==> config.mk <==
export PLATFORM = sky130hd
export DESIGN_NAME = mem_stage
export DESIGN_NICKNAME = d
export VERILOG_FILES = /design/src/rtl/dmem_bus_pkg.sv /design/src/rtl/rv32_isa_pkg.sv /design/src/rtl/mem_stage.sv /design/src/rtl/fence_flush_ctrl.sv /design/src/rtl/load_extender.sv /design/src/rtl/dmem_access_align.sv
export VERILOG_INCLUDE_DIRS = /design/src /design/src/include
export SDC_FILE = /design/constraint.sdc
export NUM_CORES = 1
export LEC_CHECK = 0
export ABC_AREA = 1
export BUFFER_PORTS_ARGS = -buffer_cell sky130_fd_sc_hd__clkbuf_2
export CORE_AREA = 2 2 169 171
export CTS_CLUSTER_DIAMETER = 150
export DETAILED_ROUTE_END_ITERATION = 10
export DIE_AREA = 0 0 171 173
export GPL_TIMING_DRIVEN = 0
export SLEW_MARGIN = 15
export SYNTH_ARGS = -nofsm -noshare
export SYNTH_HDL_FRONTEND = slang
export SYNTH_SLANG_ARGS = --single-unit
==> constraint.sdc <==
create_clock -name CLK -period 3.2 [get_ports CLK]
set_input_delay 0.64 -clock CLK [delete_from_list [all_inputs] [get_ports CLK]]
set_output_delay 0.64 -clock CLK [all_outputs]
set_load 0.1 [all_outputs]
==> src/include/mem_stage_config.svh <==
`ifndef MEM_STAGE_CONFIG_SVH
`define MEM_STAGE_CONFIG_SVH

// Width of the data bus and of every register word
`define DATA_WIDTH 32

// Data bus byte order
// 1 selects a little-endian bus, so store byte enables leave the stage
// in reversed lane order. Set to 0 for a big-endian bus, where lanes
// pass through as generated.
// Load enables are never reversed.
`define MEM_BUS_LITTLE_ENDIAN 1

`endif
==> src/rtl/dmem_bus_pkg.sv <==
`default_nettype none

package dmem_bus_pkg;

    // One enable per byte lane of the data bus
    typedef logic [3:0] byte_en_t;

    // Low address bits that give the byte position inside a word
    typedef logic [1:0] byte_off_t;

    // Flush status of one cache
    // FL_PENDING from the flush pulse until the cache reports done
    typedef enum logic {
        FL_DONE    = 1'b0,
        FL_PENDING = 1'b1
    } flush_state_e;

endpackage

`default_nettype wire

==> src/rtl/rv32_isa_pkg.sv <==
`default_nettype none

`include "mem_stage_config.svh"

package rv32_isa_pkg;

    // One data or address word
    typedef logic [`DATA_WIDTH-1:0] word_t;

    // Destination register index
    typedef logic [4:0] reg_idx_t;

    // Access kind encoded as the RV32I funct3 of the load
    // Stores reuse LB, LH and LW for their width
    typedef enum logic [2:0] {
        LB   = 3'b000,
        LH   = 3'b001,
        LW   = 3'b010,
        LBU  = 3'b100,
        LHU  = 3'b101,
        NONE = 3'b111
    } load_type_e;

    // Writeback source
    typedef enum logic [2:0] {
        W_LOAD  = 3'd0,
        W_PC4   = 3'd1,
        W_IMM_U = 3'd2,
        W_ALU   = 3'd3,
        W_CSR   = 3'd4
    } wsel_e;

endpackage

`default_nettype wire

==> src/rtl/mem_stage.sv <==
`timescale 1ns/1ps
`default_nettype none

module mem_stage (
    input  logic                     CLK,
    input  logic                     nRST,

    // Access fields from the execute/memory register
    input  logic                     valid,
    input  logic                     dren,
    input  logic                     dwen,
    input  rv32_isa_pkg::load_type_e load_type,
    input  rv32_isa_pkg::word_t      alu_out,
    input  rv32_isa_pkg::word_t      rs2_data,

    // Writeback fields
    input  rv32_isa_pkg::wsel_e      w_sel,
    input  logic                     reg_write,
    input  rv32_isa_pkg::reg_idx_t   rd,
    input  rv32_isa_pkg::word_t      pc4,
    input  rv32_isa_pkg::word_t      imm_u,

    // Control fields
    input  logic                     branch,
    input  logic                     jump,
    input  logic                     prediction,
    input  logic                     branch_taken,
    input  rv32_isa_pkg::word_t      brj_addr,
    input  logic                     ifence,
    input  logic                     halt_insn,
    input  logic                     suppress_data,

    // Data bus, caches and CSR file
    input  rv32_isa_pkg::word_t      dbus_rdata,
    input  logic                     dbus_busy,
    input  logic                     iflush_done,
    input  logic                     dflush_done,
    input  rv32_isa_pkg::word_t      csr_rdata,

    output logic                     dbus_ren,
    output logic                     dbus_wen,
    output rv32_isa_pkg::word_t      dbus_addr,
    output dmem_bus_pkg::byte_en_t   dbus_byte_en,
    output rv32_isa_pkg::word_t      dbus_wdata,

    output logic                     icache_flush,
    output logic                     dcache_flush,

    // Hazard side
    output logic                     mem_busy,
    output logic                     fence_stall,
    output logic                     mal_load,
    output logic                     mal_store,
    output logic                     mispredict,

    // Branch predictor update
    output logic                     pred_update,
    output logic                     pred_taken,
    output rv32_isa_pkg::word_t      pred_addr,

    // Writeback and forwarding
    output rv32_isa_pkg::word_t      reg_wdata,
    output logic                     reg_write_m,
    output rv32_isa_pkg::reg_idx_t   rd_m,
    output rv32_isa_pkg::word_t      fw_data,
    output logic                     fw_load,

    output logic                     halt
);

    import rv32_isa_pkg::*;

    logic  misaligned;
    word_t load_data;

    dmem_access_align u_align (
        .dren       (dren),
        .dwen       (dwen),
        .load_type  (load_type),
        .addr       (alu_out),
        .rs2_data   (rs2_data),
        .byte_en    (dbus_byte_en),
        .store_data (dbus_wdata),
        .misaligned (misaligned)
    );

    load_extender u_ext (
        .rdata     (dbus_rdata),
        .load_type (load_type),
        .byte_en   (dbus_byte_en),
        .ext_data  (load_data)
    );

    fence_flush_ctrl u_fence (
        .CLK          (CLK),
        .nRST         (nRST),
        .ifence       (ifence),
        .iflush_done  (iflush_done),
        .dflush_done  (dflush_done),
        .icache_flush (icache_flush),
        .dcache_flush (dcache_flush),
        .fence_stall  (fence_stall)
    );

    // Bus strobes drop while the hazard unit suppresses data access
    assign dbus_ren  = dren & ~suppress_data;
    assign dbus_wen  = dwen & ~suppress_data;
    assign dbus_addr = alu_out;
    assign mem_busy  = dbus_busy;

    assign mal_load  = dren & misaligned;
    assign mal_store = dwen & misaligned;

    // Predictor sees every resolved branch
    assign pred_update = branch;
    assign pred_taken  = branch_taken;
    assign pred_addr   = brj_addr;
    assign mispredict  = branch & (prediction ^ branch_taken);

    // Load data is not ready in time to forward from here
    always_comb begin
        case (w_sel)
            W_PC4:   fw_data = pc4;
            W_IMM_U: fw_data = imm_u;
            W_ALU:   fw_data = alu_out;
            W_CSR:   fw_data = csr_rdata;
            default: fw_data = '0;
        endcase
    end

    assign reg_wdata = (w_sel == W_LOAD) ? load_data : fw_data;

    // Bubbles never write a register
    assign reg_write_m = valid & reg_write;
    assign rd_m        = rd;
    assign fw_load     = dren | dwen;

    // Halt only retires from a valid slot that is not a jump
    assign halt = valid & halt_insn & ~jump;

endmodule

`default_nettype wire

==> src/rtl/fence_flush_ctrl.sv <==
`timescale 1ns/1ps
`default_nettype none

module fence_flush_ctrl (
    input  logic CLK,
    input  logic nRST,
    input  logic ifence,
    input  logic iflush_done,
    input  logic dflush_done,
    output logic icache_flush,
    output logic dcache_flush,
    output logic fence_stall
);

    import dmem_bus_pkg::*;

    logic         ifence_q;
    logic         flush_pulse;
    flush_state_e istate;
    flush_state_e dstate;

    // A new flush wins over a done still left high from an earlier one
    function automatic flush_state_e next_state(input flush_state_e cur,
                                                input logic pulse,
                                                input logic done);
        flush_state_e nxt;
        if (pulse) begin
            nxt = FL_PENDING;
        end else if (done) begin
            nxt = FL_DONE;
        end else begin
            nxt = cur;
        end
        return nxt;
    endfunction

    always_ff @(posedge CLK, negedge nRST) begin
        if (!nRST) begin
            ifence_q <= 1'b0;
            istate   <= FL_DONE;
            dstate   <= FL_DONE;
        end else begin
            ifence_q <= ifence;
            istate   <= next_state(istate, flush_pulse, iflush_done);
            dstate   <= next_state(dstate, flush_pulse, dflush_done);
        end
    end

    // Both caches share one pulse on the rising edge of the fence
    assign flush_pulse  = ifence & ~ifence_q;
    assign icache_flush = flush_pulse;
    assign dcache_flush = flush_pulse;

    assign fence_stall = ifence & ((istate == FL_PENDING) | (dstate == FL_PENDING));

endmodule

`default_nettype wire

==> src/rtl/load_extender.sv <==
`timescale 1ns/1ps
`default_nettype none

module load_extender (
    input  rv32_isa_pkg::word_t      rdata,
    input  rv32_isa_pkg::load_type_e load_type,
    input  dmem_bus_pkg::byte_en_t   byte_en,
    output rv32_isa_pkg::word_t      ext_data
);

    import rv32_isa_pkg::*;

    logic [7:0]  byte_sel;
    logic [15:0] half_sel;

    // Lane picked by a single-byte enable
    always_comb begin
        case (byte_en)
            4'b0001: byte_sel = rdata[7:0];
            4'b0010: byte_sel = rdata[15:8];
            4'b0100: byte_sel = rdata[23:16];
            4'b1000: byte_sel = rdata[31:24];
            default: byte_sel = 8'h00;
        endcase
    end

    // Halfword picked by a two-lane enable
    always_comb begin
        case (byte_en)
            4'b0011: half_sel = rdata[15:0];
            4'b1100: half_sel = rdata[31:16];
            default: half_sel = 16'h0000;
        endcase
    end

    always_comb begin
        case (load_type)
            LB:      ext_data = {{24{byte_sel[7]}}, byte_sel};
            LBU:     ext_data = {24'h000000, byte_sel};
            LH:      ext_data = {{16{half_sel[15]}}, half_sel};
            LHU:     ext_data = {16'h0000, half_sel};
            LW:      ext_data = rdata;
            default: ext_data = '0;
        endcase
    end

endmodule

`default_nettype wire

==> src/rtl/dmem_access_align.sv <==
`timescale 1ns/1ps
`default_nettype none

`include "mem_stage_config.svh"

module dmem_access_align (
    input  logic                     dren,
    input  logic                     dwen,
    input  rv32_isa_pkg::load_type_e load_type,
    input  rv32_isa_pkg::word_t      addr,
    input  rv32_isa_pkg::word_t      rs2_data,
    output dmem_bus_pkg::byte_en_t   byte_en,
    output rv32_isa_pkg::word_t      store_data,
    output logic                     misaligned
);

    import rv32_isa_pkg::*;
    import dmem_bus_pkg::*;

    byte_off_t offset;
    byte_en_t  lane_en;
    word_t     store_rep;

    assign offset = addr[1:0];

    // Lane enables in natural order with lane 0 at offset 0
    always_comb begin
        case (load_type)
            LB, LBU: begin
                case (offset)
                    2'b00:   lane_en = 4'b0001;
                    2'b01:   lane_en = 4'b0010;
                    2'b10:   lane_en = 4'b0100;
                    default: lane_en = 4'b1000;
                endcase
            end
            LH, LHU: begin
                case (offset)
                    2'b00:   lane_en = 4'b0011;
                    2'b10:   lane_en = 4'b1100;
                    default: lane_en = 4'b0000;
                endcase
            end
            LW:      lane_en = 4'b1111;
            default: lane_en = 4'b0000;
        endcase
    end

    // Judged on the access itself before any lane reordering
    always_comb begin
        case (load_type)
            LW:      misaligned = (offset != 2'b00);
            LH, LHU: misaligned = offset[0];
            default: misaligned = 1'b0;
        endcase
    end

    // Replicate the store operand so every lane carries it
    always_comb begin
        case (load_type)
            LB:      store_rep = {4{rs2_data[7:0]}};
            LH:      store_rep = {2{rs2_data[15:0]}};
            LW:      store_rep = rs2_data;
            default: store_rep = '0;
        endcase
    end

    // Write data stays quiet unless a store is in the slot
    assign store_data = dwen ? store_rep : '0;

    generate
        if (`MEM_BUS_LITTLE_ENDIAN) begin : g_bus_le
            // Loads keep natural order on this bus
            assign byte_en = dren ? lane_en
                                  : {lane_en[0], lane_en[1], lane_en[2], lane_en[3]};
        end else begin : g_bus_be
            assign byte_en = lane_en;
        end
    endgenerate

endmodule

`default_nettype wire

==> impl_metrics.xml, run 1 <==
<?xml version="1.0" encoding="UTF-8"?>
<metrics>
  <group name="outcome">
    <metric name="outcome" unit="">finished, final reports clean</metric>
  </group>
  <group name="setup_path">
    <metric name="crit_slowest_cell" unit="">sky130_fd_sc_hd__clkbuf_2</metric>
    <metric name="path_buf_inv" unit="">5</metric>
    <metric name="start_kind" unit="">input pin</metric>
    <metric name="timing.reg2reg.worst_path_depth" unit="">3</metric>
    <metric name="slowest_delay" unit="ps">450</metric>
    <metric name="cp_common_cell" unit="">sky130_fd_sc_hd__clkbuf_2</metric>
    <metric name="worst_ep_arrival_time" unit="ps">2550</metric>
    <metric name="cp-end-kind" unit="">output port</metric>
    <metric name="crit_path_capture" unit="">fw_data[27]</metric>
    <metric name="cp_top_family" unit="">buffers and inverters</metric>
    <metric name="critPathLaunch" unit="">w_sel[2]</metric>
    <metric name="worstSetupPathDepth" unit="">8</metric>
    <metric name="reg_to_reg_start" unit="">u_fence.ifence_q</metric>
    <metric name="critical_path_class" unit="">input pin to output port</metric>
    <metric name="timing.critical_path.cells" unit="">clkbuf_2 &gt; clkinv_2 &gt; nand3_1 &gt; clkbuf_2 &gt; o21ai_0 &gt; nor2_1 &gt; inv_1 &gt; clkbuf_2</metric>
    <metric name="crit_path_max_fanout" unit="">10</metric>
    <metric name="reg2reg_end" unit="">u_fence.istate</metric>
    <metric name="cp.required" unit="ps">2560</metric>
    <metric name="reg2reg_setup_slack" unit="ps">2420</metric>
  </group>
  <group name="clock_tree">
    <metric name="tritoncts_clock_tree" unit="">done</metric>
    <metric name="max_root_sink_buffers" unit="">2</metric>
    <metric name="clock_latency" unit="ps">220</metric>
    <metric name="cts_root_buffer" unit="">sky130_fd_sc_hd__clkbuf_16</metric>
    <metric name="cts_hold_buf" unit="">0</metric>
    <metric name="cts_made_buffers" unit="">3</metric>
    <metric name="worst_path_clk_slew" unit="ps">30</metric>
    <metric name="h-tree-depth" unit="">1</metric>
    <metric name="cts_sinks" unit="">3</metric>
  </group>
  <group name="yosys">
    <metric name="postSynthAreaPerCell" unit="µm²">4.80</metric>
    <metric name="yosys_warnings" unit="">0</metric>
    <metric name="mappedNetlistNets" unit="">1046</metric>
    <metric name="seq_area_frac_synth" unit="">0.0197</metric>
    <metric name="post_synth_inst_count" unit="">795</metric>
    <metric name="synth_cell_types" unit="">27</metric>
    <metric name="ys_ff_latch" unit="">3</metric>
    <metric name="post_synthesis_instance_area" unit="µm²">3820</metric>
  </group>
  <group name="timing">
    <metric name="setup_skew" unit="ps">2.02</metric>
    <metric name="final-hold-violation-count" unit="">0</metric>
    <metric name="grt_setup_unrepaired" unit="">yes</metric>
    <metric name="fmax" unit="GHz">0.313</metric>
    <metric name="timing.slew.headroom" unit="">0.586</metric>
    <metric name="tightestPinTransition" unit="ps">621</metric>
    <metric name="timing.final.ws_setup" unit="ps">8.68</metric>
    <metric name="final.min_clock_period" unit="ps">3190</metric>
    <metric name="count_of_final_max_slew_check_failures" unit="">0</metric>
    <metric name="setup_viol_count_final" unit="">0</metric>
    <metric name="finalCritPeriodShare" unit="">0.997</metric>
  </group>
  <group name="power_and_ir_drop">
    <metric name="irDropWorstVdd" unit="V">0.000213</metric>
    <metric name="seqPwrFrac" unit="">0.018</metric>
    <metric name="power.internal" unit="µW">691</metric>
    <metric name="leakage" unit="µW">0.00448</metric>
    <metric name="share_clk_of_total_power" unit="">0.084</metric>
    <metric name="p_switching" unit="µW">1640</metric>
    <metric name="p_per_area" unit="nW/µm²">325</metric>
    <metric name="comb_power_share" unit="">0.898</metric>
    <metric name="p_sw_frac" unit="">0.704</metric>
  </group>
  <group name="floorplan">
    <metric name="fp-row-count" unit="">61</metric>
    <metric name="die_boundary_width" unit="µm">171</metric>
    <metric name="chipHeight" unit="µm">173</metric>
    <metric name="floorplan.die_area" unit="µm²">29600</metric>
    <metric name="fp.coreArea" unit="µm²">27600</metric>
    <metric name="design.portCount" unit="">434</metric>
    <metric name="floorplan.initialDensity" unit="">0.138</metric>
  </group>
  <group name="run">
    <metric name="cap_viol_max_count" unit="">0</metric>
  </group>
  <group name="route">
    <metric name="detail_route.wl_per_cell" unit="µm">14.9</metric>
    <metric name="firstDrtPassIters" unit="">5</metric>
    <metric name="post-route-drc-count" unit="">0</metric>
    <metric name="postRouteAntennaNets" unit="">0</metric>
    <metric name="drt_iter0_markers" unit="">406</metric>
    <metric name="vias_per_cell" unit="">4.08</metric>
    <metric name="route.final.wire_length" unit="mm">23.5</metric>
    <metric name="via_count" unit="">6458</metric>
  </group>
  <group name="layout">
    <metric name="design.final.nets" unit="">1456</metric>
    <metric name="mostFrequentLayoutCells" unit="">339 x sky130_fd_sc_hd__clkbuf_2, 151 x sky130_fd_sc_hd__inv_1, 132 x sky130_fd_sc_hd__nand2_1</metric>
    <metric name="post_route_utilization" unit="">0.259</metric>
    <metric name="layout_commonest_cell" unit="">sky130_fd_sc_hd__clkbuf_2</metric>
    <metric name="final_layout_size_suffix_gt1_frac" unit="">0.506</metric>
    <metric name="area_growth_syn_to_layout" unit="%">87.6</metric>
  </group>
  <group name="worst_hold_path">
    <metric name="worst_hold_path_type" unit="">input pin to asynchronous set/reset pin</metric>
  </group>
  <group name="global_routing">
    <metric name="number_of_global_route_vias_before_repair" unit="">5889</metric>
    <metric name="grt_start_max_net_pins" unit="">11</metric>
    <metric name="grt_first_pass_wirelength" unit="mm">33.8</metric>
    <metric name="grt-ovfl-total" unit="">0</metric>
    <metric name="antenna_found_initial" unit="">1</metric>
    <metric name="grt_usage" unit="">0.146</metric>
  </group>
  <group name="placed_design">
    <metric name="place_congestion" unit="">0.898</metric>
    <metric name="dp_hpwl" unit="mm">20.4</metric>
    <metric name="placement.io_buffers" unit="">392</metric>
    <metric name="post-place-ws" unit="ps">-693</metric>
  </group>
</metrics>
==> synthesized netlist by cell type <==
| master | n | area [µm²] |
|---|---|---|
| sky130_fd_sc_hd__a21oi_1 | 2 | 10.0 |
| sky130_fd_sc_hd__a221o_1 | 1 | 10.0 |
| sky130_fd_sc_hd__a221oi_1 | 1 | 8.76 |
| sky130_fd_sc_hd__a32oi_1 | 7 | 61.3 |
| sky130_fd_sc_hd__buf_1 | 2 | 7.51 |
| sky130_fd_sc_hd__buf_2 | 5 | 25.0 |
| sky130_fd_sc_hd__buf_4 | 75 | 563 |
| sky130_fd_sc_hd__buf_6 | 1 | 11.3 |
| sky130_fd_sc_hd__clkbuf_1 | 27 | 101 |
| sky130_fd_sc_hd__clkinv_1 | 2 | 7.51 |
| sky130_fd_sc_hd__dfrtp_1 | 3 | 75.1 |
| sky130_fd_sc_hd__inv_1 | 154 | 578 |
| sky130_fd_sc_hd__inv_2 | 3 | 11.3 |
| sky130_fd_sc_hd__nand2_1 | 181 | 679 |
| sky130_fd_sc_hd__nand2_2 | 8 | 50.1 |
| sky130_fd_sc_hd__nand2_4 | 2 | 22.5 |
| sky130_fd_sc_hd__nand3_1 | 120 | 601 |
| sky130_fd_sc_hd__nand3_2 | 3 | 30.0 |
| sky130_fd_sc_hd__nand3_4 | 1 | 17.5 |
| sky130_fd_sc_hd__nand4_1 | 11 | 68.8 |
| sky130_fd_sc_hd__nor2_1 | 83 | 312 |
| sky130_fd_sc_hd__nor2_4 | 3 | 33.8 |
| sky130_fd_sc_hd__nor2_8 | 1 | 20.0 |
| sky130_fd_sc_hd__nor3_1 | 1 | 5.00 |
| sky130_fd_sc_hd__o211ai_1 | 7 | 52.6 |
| sky130_fd_sc_hd__o21ai_0 | 89 | 445 |
| sky130_fd_sc_hd__o21ai_1 | 2 | 10.0 |
==> flip-flops by register name (all words and copies together) (netlist names) <==
signal,flops
u_fence.ifence_q,1
u_fence.istate,1
u_fence.dstate,1
==> per-layer routing <==
layer,global-route usage,vias to the layer above,share of wire,wire (µm)
li1,-,3236,-,-
met1,0.201,2886,0.44,10400
met2,0.249,314,0.47,11200
met3,0.0176,22,0.072,1690
met4,0.0180,0,0.013,307
met5,0,-,0,0
==> layout make-up <==
type | count | area, µm²
diodes | 1 | 2.50
plain buffers | 110 | 756
clock buffers | 4 | 78.8
fillers | 3173 | 20500
inverters | 159 | 611
multi-input cells | 523 | 2700
flip-flops and latches | 3 | 75.1
well taps | 378 | 473
repair buffers | 405 | 2470
==> cells by family (layout without fill, tap and decap cells) <==
| family | Yosys count | after routing | share of synthesized area |
|---|---|---|---|
| buffers and inverters | 269 | 678 | 0.342 |
| AND/OR/NAND/NOR | 414 | 414 | 0.482 |
| flip-flops | 3 | 3 | 0.0197 |
| other | 0 | 1 | 0 |
| AO/OA/AOI/OAI | 109 | 109 | 0.157 |
==> worst register-to-register path, cell delays in order, from the launching register on <==
cell and delay (ps):
sky130_fd_sc_hd__dfrtp_1 350, sky130_fd_sc_hd__nor2_1 190, sky130_fd_sc_hd__inv_1 70, sky130_fd_sc_hd__o21ai_0 80
==> per-stage QoR <==
stage / setup TNS [ps] / hold WS (ps) / power, µW / instances / instance area [µm²]
6_report: 0 / 210 / 2330 / 1583 / 7160
3_5_place_dp: -29210 / 439 / 1970 / 1565 / 6370
5_1_grt: -138 / 215 / 2430 / 1583 / 7160
2_1_floorplan: -2740 / 344 / 1560 / 795 / 3940
3_3_place_gp: -27540 / 436 / 1970 / 1565 / 6370
4_1_cts: -1.72 / 207 / 2260 / 1573 / 6860
==> worst min path at each step <==
stage / slack, ps / from / to / cells past startpoint
global route: 220 / nRST / u_fence.dstate / 1
CTS: 210 / nRST / u_fence.dstate / 1
detailed placement: 440 / nRST / u_fence.ifence_q / 1
global placement: 440 / nRST / u_fence.ifence_q / 1
finish: 210 / nRST / u_fence.dstate / 1
floorplan: 340 / nRST / u_fence.dstate / 0
==> timing repair <==
| item | 4_1_cts | 5_1_grt |
|---|---|---|
| pin swaps | 3 | 10 |
| endpoints found under the setup margin | 93 | 78 |
| setup buffers | 4 | 8 |
| gates resized for setup | 116 | 105 |
| gates cloned | 0 | 1 |
==> power groups by stage <==
stage	Clock (µW)	Sequential, µW	Combinational, µW
after global placement	0	42.1	1930
after detailed placement	0	42.3	1930
final	195	41.9	2090
after global routing	202	42.2	2180
after floorplan	0	42.1	1520
after CTS	198	41.9	2020
Power figures use the tool's default switching activity.
==> inputs of run 2 (changes only) <==
--- a/config.mk
+++ b/config.mk
@@ -13,7 +13,8 @@
 export DETAILED_ROUTE_END_ITERATION = 10
 export DIE_AREA = 0 0 171 173
 export GPL_TIMING_DRIVEN = 0
-export SLEW_MARGIN = 15
+export MAX_ROUTING_LAYER = met4
+export SLEW_MARGIN = 30
 export SYNTH_ARGS = -nofsm -noshare
 export SYNTH_HDL_FRONTEND = slang
 export SYNTH_SLANG_ARGS = --single-unit
==> run 2 against run 1 <==
  * Maximum frequency up 2.1%
  * Wire length grew 1.2%
  * Highest routed layer unchanged
  * Critical path depth up 1
  * Clock-buffer cell count unchanged
==> impl_metrics.xml, run 2 (same netlist as run 1, synthesis figures left out) <==
<?xml version="1.0" encoding="UTF-8"?>
<metrics>
  <group name="outcome">
    <metric name="outcome" unit="">finished, final reports clean</metric>
  </group>
  <group name="floorplan">
    <metric name="floorplan.initialDensity" unit="">0.138</metric>
    <metric name="design.portCount" unit="">434</metric>
    <metric name="fp-row-count" unit="">61</metric>
    <metric name="floorplan.die_area" unit="µm²">29600</metric>
    <metric name="chipHeight" unit="µm">173</metric>
    <metric name="fp.coreArea" unit="µm²">27600</metric>
    <metric name="die_boundary_width" unit="µm">171</metric>
  </group>
  <group name="worst_hold_path">
    <metric name="worst_hold_path_type" unit="">input pin to asynchronous set/reset pin</metric>
  </group>
  <group name="setup_path">
    <metric name="start_kind" unit="">input pin</metric>
    <metric name="cp.required" unit="ps">2560</metric>
    <metric name="crit_path_max_fanout" unit="">10</metric>
    <metric name="critical_path_class" unit="">input pin to output port</metric>
    <metric name="worst_ep_arrival_time" unit="ps">2480</metric>
    <metric name="cp-end-kind" unit="">output port</metric>
    <metric name="reg2reg_setup_slack" unit="ps">2420</metric>
  </group>
  <group name="clock_tree">
    <metric name="worst_path_clk_slew" unit="ps">30</metric>
    <metric name="max_root_sink_buffers" unit="">2</metric>
    <metric name="cts_hold_buf" unit="">0</metric>
    <metric name="cts_sinks" unit="">3</metric>
    <metric name="cts_root_buffer" unit="">sky130_fd_sc_hd__clkbuf_16</metric>
    <metric name="tritoncts_clock_tree" unit="">done</metric>
    <metric name="clock_latency" unit="ps">220</metric>
    <metric name="h-tree-depth" unit="">1</metric>
    <metric name="cts_made_buffers" unit="">3</metric>
  </group>
  <group name="route">
    <metric name="route.final.wire_length" unit="mm">23.8</metric>
    <metric name="postRouteAntennaNets" unit="">0</metric>
    <metric name="detail_route.wl_per_cell" unit="µm">15.0</metric>
    <metric name="firstDrtPassIters" unit="">5</metric>
    <metric name="post-route-drc-count" unit="">0</metric>
    <metric name="via_count" unit="">6487</metric>
    <metric name="drt_iter0_markers" unit="">338</metric>
    <metric name="vias_per_cell" unit="">4.09</metric>
  </group>
  <group name="layout">
    <metric name="finalInstanceArea" unit="µm²">7330</metric>
    <metric name="area_growth_syn_to_layout" unit="%">91.9</metric>
    <metric name="mostFrequentLayoutCells" unit="">341 x sky130_fd_sc_hd__clkbuf_2, 151 x sky130_fd_sc_hd__inv_1, 129 x sky130_fd_sc_hd__nand2_1</metric>
    <metric name="layout_commonest_cell" unit="">sky130_fd_sc_hd__clkbuf_2</metric>
    <metric name="final_layout_size_suffix_gt1_frac" unit="">0.514</metric>
    <metric name="design.final.nets" unit="">1461</metric>
    <metric name="fillerInstances" unit="">3159</metric>
    <metric name="reg_top3" unit="">u_fence.dstate (1), u_fence.ifence_q (1), u_fence.istate (1)</metric>
    <metric name="regArea" unit="µm²">75.1</metric>
    <metric name="multi_input_comb_area" unit="µm²">2750</metric>
    <metric name="post_route_utilization" unit="">0.265</metric>
  </group>
  <group name="power_and_ir_drop">
    <metric name="irDropWorstVdd" unit="V">0.000187</metric>
    <metric name="leakage" unit="µW">0.00458</metric>
    <metric name="power.total" unit="µW">2360</metric>
    <metric name="p_per_area" unit="nW/µm²">322</metric>
  </group>
  <group name="global_routing">
    <metric name="antenna_found_initial" unit="">0</metric>
    <metric name="grt-ovfl-total" unit="">0</metric>
    <metric name="number_of_global_route_vias_before_repair" unit="">5808</metric>
    <metric name="grt_usage" unit="">0.153</metric>
    <metric name="grt_start_max_net_pins" unit="">11</metric>
    <metric name="grt_first_pass_wirelength" unit="mm">34.1</metric>
  </group>
  <group name="timing">
    <metric name="setup_viol_count_final" unit="">0</metric>
    <metric name="final.hold.worst_slack" unit="ps">207</metric>
    <metric name="setup_total_negative_slack" unit="ps">0</metric>
    <metric name="count_of_final_max_slew_check_failures" unit="">0</metric>
    <metric name="grt_setup_unrepaired" unit="">yes</metric>
    <metric name="final-hold-violation-count" unit="">0</metric>
    <metric name="tightestPinTransition" unit="ps">608</metric>
    <metric name="timing.slew.headroom" unit="">0.592</metric>
    <metric name="final.min_clock_period" unit="ps">3120</metric>
    <metric name="finalCritPeriodShare" unit="">0.976</metric>
    <metric name="fmax" unit="GHz">0.320</metric>
    <metric name="setup_skew" unit="ps">0.434</metric>
  </group>
  <group name="placed_design">
    <metric name="dp_hpwl" unit="mm">20.5</metric>
    <metric name="post_placement_cell_area" unit="µm²">6370</metric>
    <metric name="place_congestion" unit="">0.897</metric>
    <metric name="placement.io_buffers" unit="">392</metric>
  </group>
  <group name="run">
    <metric name="cap_viol_max_count" unit="">0</metric>
  </group>
</metrics>
## run 2: power breakdown
part / internal [µW] / switching (µW)
Combinational: 506 / 1610
Clock: 164 / 31.8
Sequential: 41.1 / 0.816
Total: 711 / 1640
## run 2: final timing paths
check | start | end | cells past startpoint
setup / recovery | w_sel[0] | fw_data[25] | 9
hold / removal | nRST | u_fence.istate | 1
setup reg to reg | u_fence.ifence_q | u_fence.istate | 3
hold reg to reg | u_fence.istate | u_fence.istate | 2
max in group asynchronous | nRST | u_fence.ifence_q | 1
min in group CLK | u_fence.istate | u_fence.istate | 2
## run 2: timing repair
item / CTS / global route
setup endpoints to repair: 93 / 81
gates cloned: 0 / 4
resized for setup: 123 / 101
pin swaps: 1 / 11
buffers inserted: 2 / 12
## run 2: stage by stage
stage	setup WS, ps	std cells
2_1_floorplan	-343	795
6_report	75.5	1588
3_3_place_gp	-714	1565
4_1_cts	-14.6	1571
3_5_place_dp	-683	1565
5_1_grt	-39.4	1587
## run 2: final cells by class
cell class	count	area share
inverters	159	0.0833
diodes	1	0.000342
repair buffers	408	0.352
plain buffers	110	0.103
well taps	378	0.0646
flip-flops and latches	3	0.0102
multi-input cells	525	0.376
clock buffers	4	0.0108
## run 2: layer usage
| layer | track usage | wire [µm] | up-vias |
|---|---|---|---|
| li1 | - | - | 3256 |
| met1 | 0.203 | 10400 | 2898 |
| met2 | 0.254 | 11400 | 310 |
| met3 | 0.0135 | 1620 | 23 |
| met4 | 0.0254 | 346 | 0 |
| met5 | - | 0 | - |
## run 2: critical path: stages
cell,delay [ps]
sky130_fd_sc_hd__clkbuf_2,140
sky130_fd_sc_hd__inv_1,70
sky130_fd_sc_hd__nor2_1,300
sky130_fd_sc_hd__clkbuf_2,400
sky130_fd_sc_hd__nand3_1,190
sky130_fd_sc_hd__o21ai_0,120
sky130_fd_sc_hd__nor2_1,100
sky130_fd_sc_hd__inv_1,70
sky130_fd_sc_hd__clkbuf_2,450
==> inputs of run 3 (changes only) <==
--- a/config.mk
+++ b/config.mk
@@ -8,12 +8,15 @@
 export LEC_CHECK = 0
 export ABC_AREA = 1
 export BUFFER_PORTS_ARGS = -buffer_cell sky130_fd_sc_hd__clkbuf_2
+export CELL_PAD_IN_SITES_DETAIL_PLACEMENT = 0
+export CELL_PAD_IN_SITES_GLOBAL_PLACEMENT = 1
 export CORE_AREA = 2 2 169 171
 export CTS_CLUSTER_DIAMETER = 150
 export DETAILED_ROUTE_END_ITERATION = 10
 export DIE_AREA = 0 0 171 173
 export GPL_TIMING_DRIVEN = 0
 export MAX_ROUTING_LAYER = met4
+export PLACE_DENSITY_LB_ADDON = 0.1
 export SLEW_MARGIN = 30
 export SYNTH_ARGS = -nofsm -noshare
 export SYNTH_HDL_FRONTEND = slang
==> run 3 against run 2 <==
  * Die area did not move
  * Non-clock buffer count rose by 2
  * Total power fell by 0.33%
  * Core utilization fell by 0.054 points
  * Sequential power barely moved
==> impl_metrics.xml, run 3 (same netlist as run 1, synthesis figures left out) <==
<?xml version="1.0" encoding="UTF-8"?>
<metrics>
  <group name="route">
    <metric name="postRouteAntennaNets" unit="">0</metric>
    <metric name="detail_route.wl_per_cell" unit="µm">15.2</metric>
    <metric name="vias_per_cell" unit="">3.95</metric>
    <metric name="via_count" unit="">6277</metric>
    <metric name="post-route-drc-count" unit="">0</metric>
    <metric name="route.final.wire_length" unit="mm">24.2</metric>
    <metric name="firstDrtPassIters" unit="">4</metric>
    <metric name="drt_iter0_markers" unit="">202</metric>
  </group>
  <group name="floorplan">
    <metric name="die_boundary_width" unit="µm">171</metric>
    <metric name="chipHeight" unit="µm">173</metric>
    <metric name="floorplan.initialDensity" unit="">0.138</metric>
    <metric name="design.portCount" unit="">434</metric>
    <metric name="fp-row-count" unit="">61</metric>
    <metric name="floorplan.die_area" unit="µm²">29600</metric>
    <metric name="fp.coreArea" unit="µm²">27600</metric>
  </group>
  <group name="clock_tree">
    <metric name="cts_made_buffers" unit="">3</metric>
    <metric name="tritoncts_clock_tree" unit="">done</metric>
    <metric name="worst_path_clk_slew" unit="ps">30</metric>
    <metric name="max_root_sink_buffers" unit="">2</metric>
    <metric name="clock_latency" unit="ps">220</metric>
    <metric name="cts_hold_buf" unit="">0</metric>
    <metric name="cts_root_buffer" unit="">sky130_fd_sc_hd__clkbuf_16</metric>
    <metric name="h-tree-depth" unit="">1</metric>
    <metric name="cts_sinks" unit="">3</metric>
  </group>
  <group name="layout">
    <metric name="mostFrequentLayoutCells" unit="">351 x sky130_fd_sc_hd__clkbuf_2, 150 x sky130_fd_sc_hd__inv_1, 127 x sky130_fd_sc_hd__nand2_1</metric>
    <metric name="final_layout_size_suffix_gt1_frac" unit="">0.512</metric>
    <metric name="reg_top3" unit="">u_fence.dstate (1), u_fence.ifence_q (1), u_fence.istate (1)</metric>
    <metric name="design.final.nets" unit="">1462</metric>
    <metric name="area_growth_syn_to_layout" unit="%">91.5</metric>
    <metric name="layout_commonest_cell" unit="">sky130_fd_sc_hd__clkbuf_2</metric>
    <metric name="fillerInstances" unit="">3333</metric>
    <metric name="final_cell_count_no_fill" unit="">1591</metric>
    <metric name="post_route_utilization" unit="">0.265</metric>
  </group>
  <group name="worst_hold_path">
    <metric name="worst_hold_path_type" unit="">input pin to asynchronous set/reset pin</metric>
  </group>
  <group name="timing">
    <metric name="setup_viol_count_final" unit="">0</metric>
    <metric name="final.min_clock_period" unit="ps">3090</metric>
    <metric name="timing.final.ws_setup" unit="ps">111</metric>
    <metric name="final-hold-violation-count" unit="">0</metric>
    <metric name="fmax" unit="GHz">0.324</metric>
    <metric name="final.hold.worst_slack" unit="ps">209</metric>
    <metric name="timing.slew.headroom" unit="">0.587</metric>
    <metric name="setup_skew" unit="ps">1.18</metric>
    <metric name="grt_setup_unrepaired" unit="">yes</metric>
    <metric name="count_of_final_max_slew_check_failures" unit="">0</metric>
    <metric name="finalCritPeriodShare" unit="">0.965</metric>
    <metric name="tightestPinTransition" unit="ps">620</metric>
  </group>
  <group name="placed_design">
    <metric name="post-place-ws" unit="ps">-671</metric>
    <metric name="placedCellCount" unit="">1565</metric>
    <metric name="dp_hpwl" unit="mm">21.1</metric>
    <metric name="place_congestion" unit="">0.819</metric>
    <metric name="placement.io_buffers" unit="">392</metric>
  </group>
  <group name="setup_path">
    <metric name="crit_path_max_fanout" unit="">10</metric>
    <metric name="worst_ep_arrival_time" unit="ps">2450</metric>
    <metric name="cp-end-kind" unit="">output port</metric>
    <metric name="timing.reg2reg.worst_path_depth" unit="">3</metric>
    <metric name="cp.required" unit="ps">2560</metric>
    <metric name="start_kind" unit="">input pin</metric>
    <metric name="critPathLaunch" unit="">w_sel[0]</metric>
    <metric name="reg_to_reg_start" unit="">u_fence.ifence_q</metric>
    <metric name="critical_path_class" unit="">input pin to output port</metric>
  </group>
  <group name="global_routing">
    <metric name="grt-ovfl-total" unit="">0</metric>
    <metric name="number_of_global_route_vias_before_repair" unit="">6093</metric>
    <metric name="antenna_found_initial" unit="">3</metric>
    <metric name="grt_usage" unit="">0.155</metric>
    <metric name="grt_start_max_net_pins" unit="">11</metric>
    <metric name="grt_first_pass_wirelength" unit="mm">34.8</metric>
  </group>
  <group name="outcome">
    <metric name="outcome" unit="">finished, final reports clean</metric>
  </group>
  <group name="power_and_ir_drop">
    <metric name="p_per_area" unit="nW/µm²">321</metric>
    <metric name="irDropWorstVdd" unit="V">0.000151</metric>
    <metric name="leakage" unit="µW">0.00457</metric>
  </group>
  <group name="run">
    <metric name="cap_viol_max_count" unit="">0</metric>
  </group>
</metrics>
==> run 3: worst paths after layout <==
path                                         end  slack, ps
worst max register to register    u_fence.istate       2420
min in group CLK                u_fence.ifence_q        540
worst min-delay path            u_fence.ifence_q        210
max in group asynchronous         u_fence.istate       2880
worst max-delay path                  fw_data[7]        110
worst min register to register    u_fence.dstate        540
==> run 3: timing repair <==
action / in CTS / in global routing
buffers inserted: 3 / 14
pin swaps: 2 / 14
endpoints found under the setup margin: 94 / 85
resized for setup: 124 / 90
cloned: 0 / 2
endpoints found under the hold margin: 0 / 0
==> run 3: routing by layer <==
layer	up-vias	global-route usage	routed length [µm]
li1	3251	-	-
met1	2774	0.192	10400
met2	240	0.278	12300
met3	12	0.0112	1270
met4	0	0.0230	276
met5	-	-	0
==> run 3: layout make-up <==
class	count	area, µm²	share of cell area
flip-flops and latches	3	75.1	0.0103
multi-input cells	524	2720	0.372
diodes	3	7.51	0.00103
well taps	378	473	0.0647
repair buffers	410	2590	0.355
plain buffers	110	751	0.103
inverters	159	611	0.0835
clock buffers	4	78.8	0.0108
==> run 3: through the flow <==
stage,cell area [µm²],TNS (ps),total power (µW)
floorplan,3940,-2740,1560
global placement,6370,-35200,1990
detailed placement,6370,-33330,1980
CTS,6980,-12.2,2310
global route,7310,-24.5,2460
finish,7310,0,2350
==> run 3: where the power goes <==
part	switching [µW]	internal [µW]	total, µW
clock network	34.0	164	198
logic	1600	509	2110
registers	0.675	41.1	41.8
==> run 3: worst max-delay path, stage by stage <==
cell and delay [ps]:
sky130_fd_sc_hd__clkbuf_2 120, sky130_fd_sc_hd__inv_1 60, sky130_fd_sc_hd__nor2_1 430, sky130_fd_sc_hd__clkbuf_2 360
sky130_fd_sc_hd__nand3_1 100, sky130_fd_sc_hd__o21ai_0 110, sky130_fd_sc_hd__inv_1 90, sky130_fd_sc_hd__nand2_1 60
sky130_fd_sc_hd__clkbuf_2 460
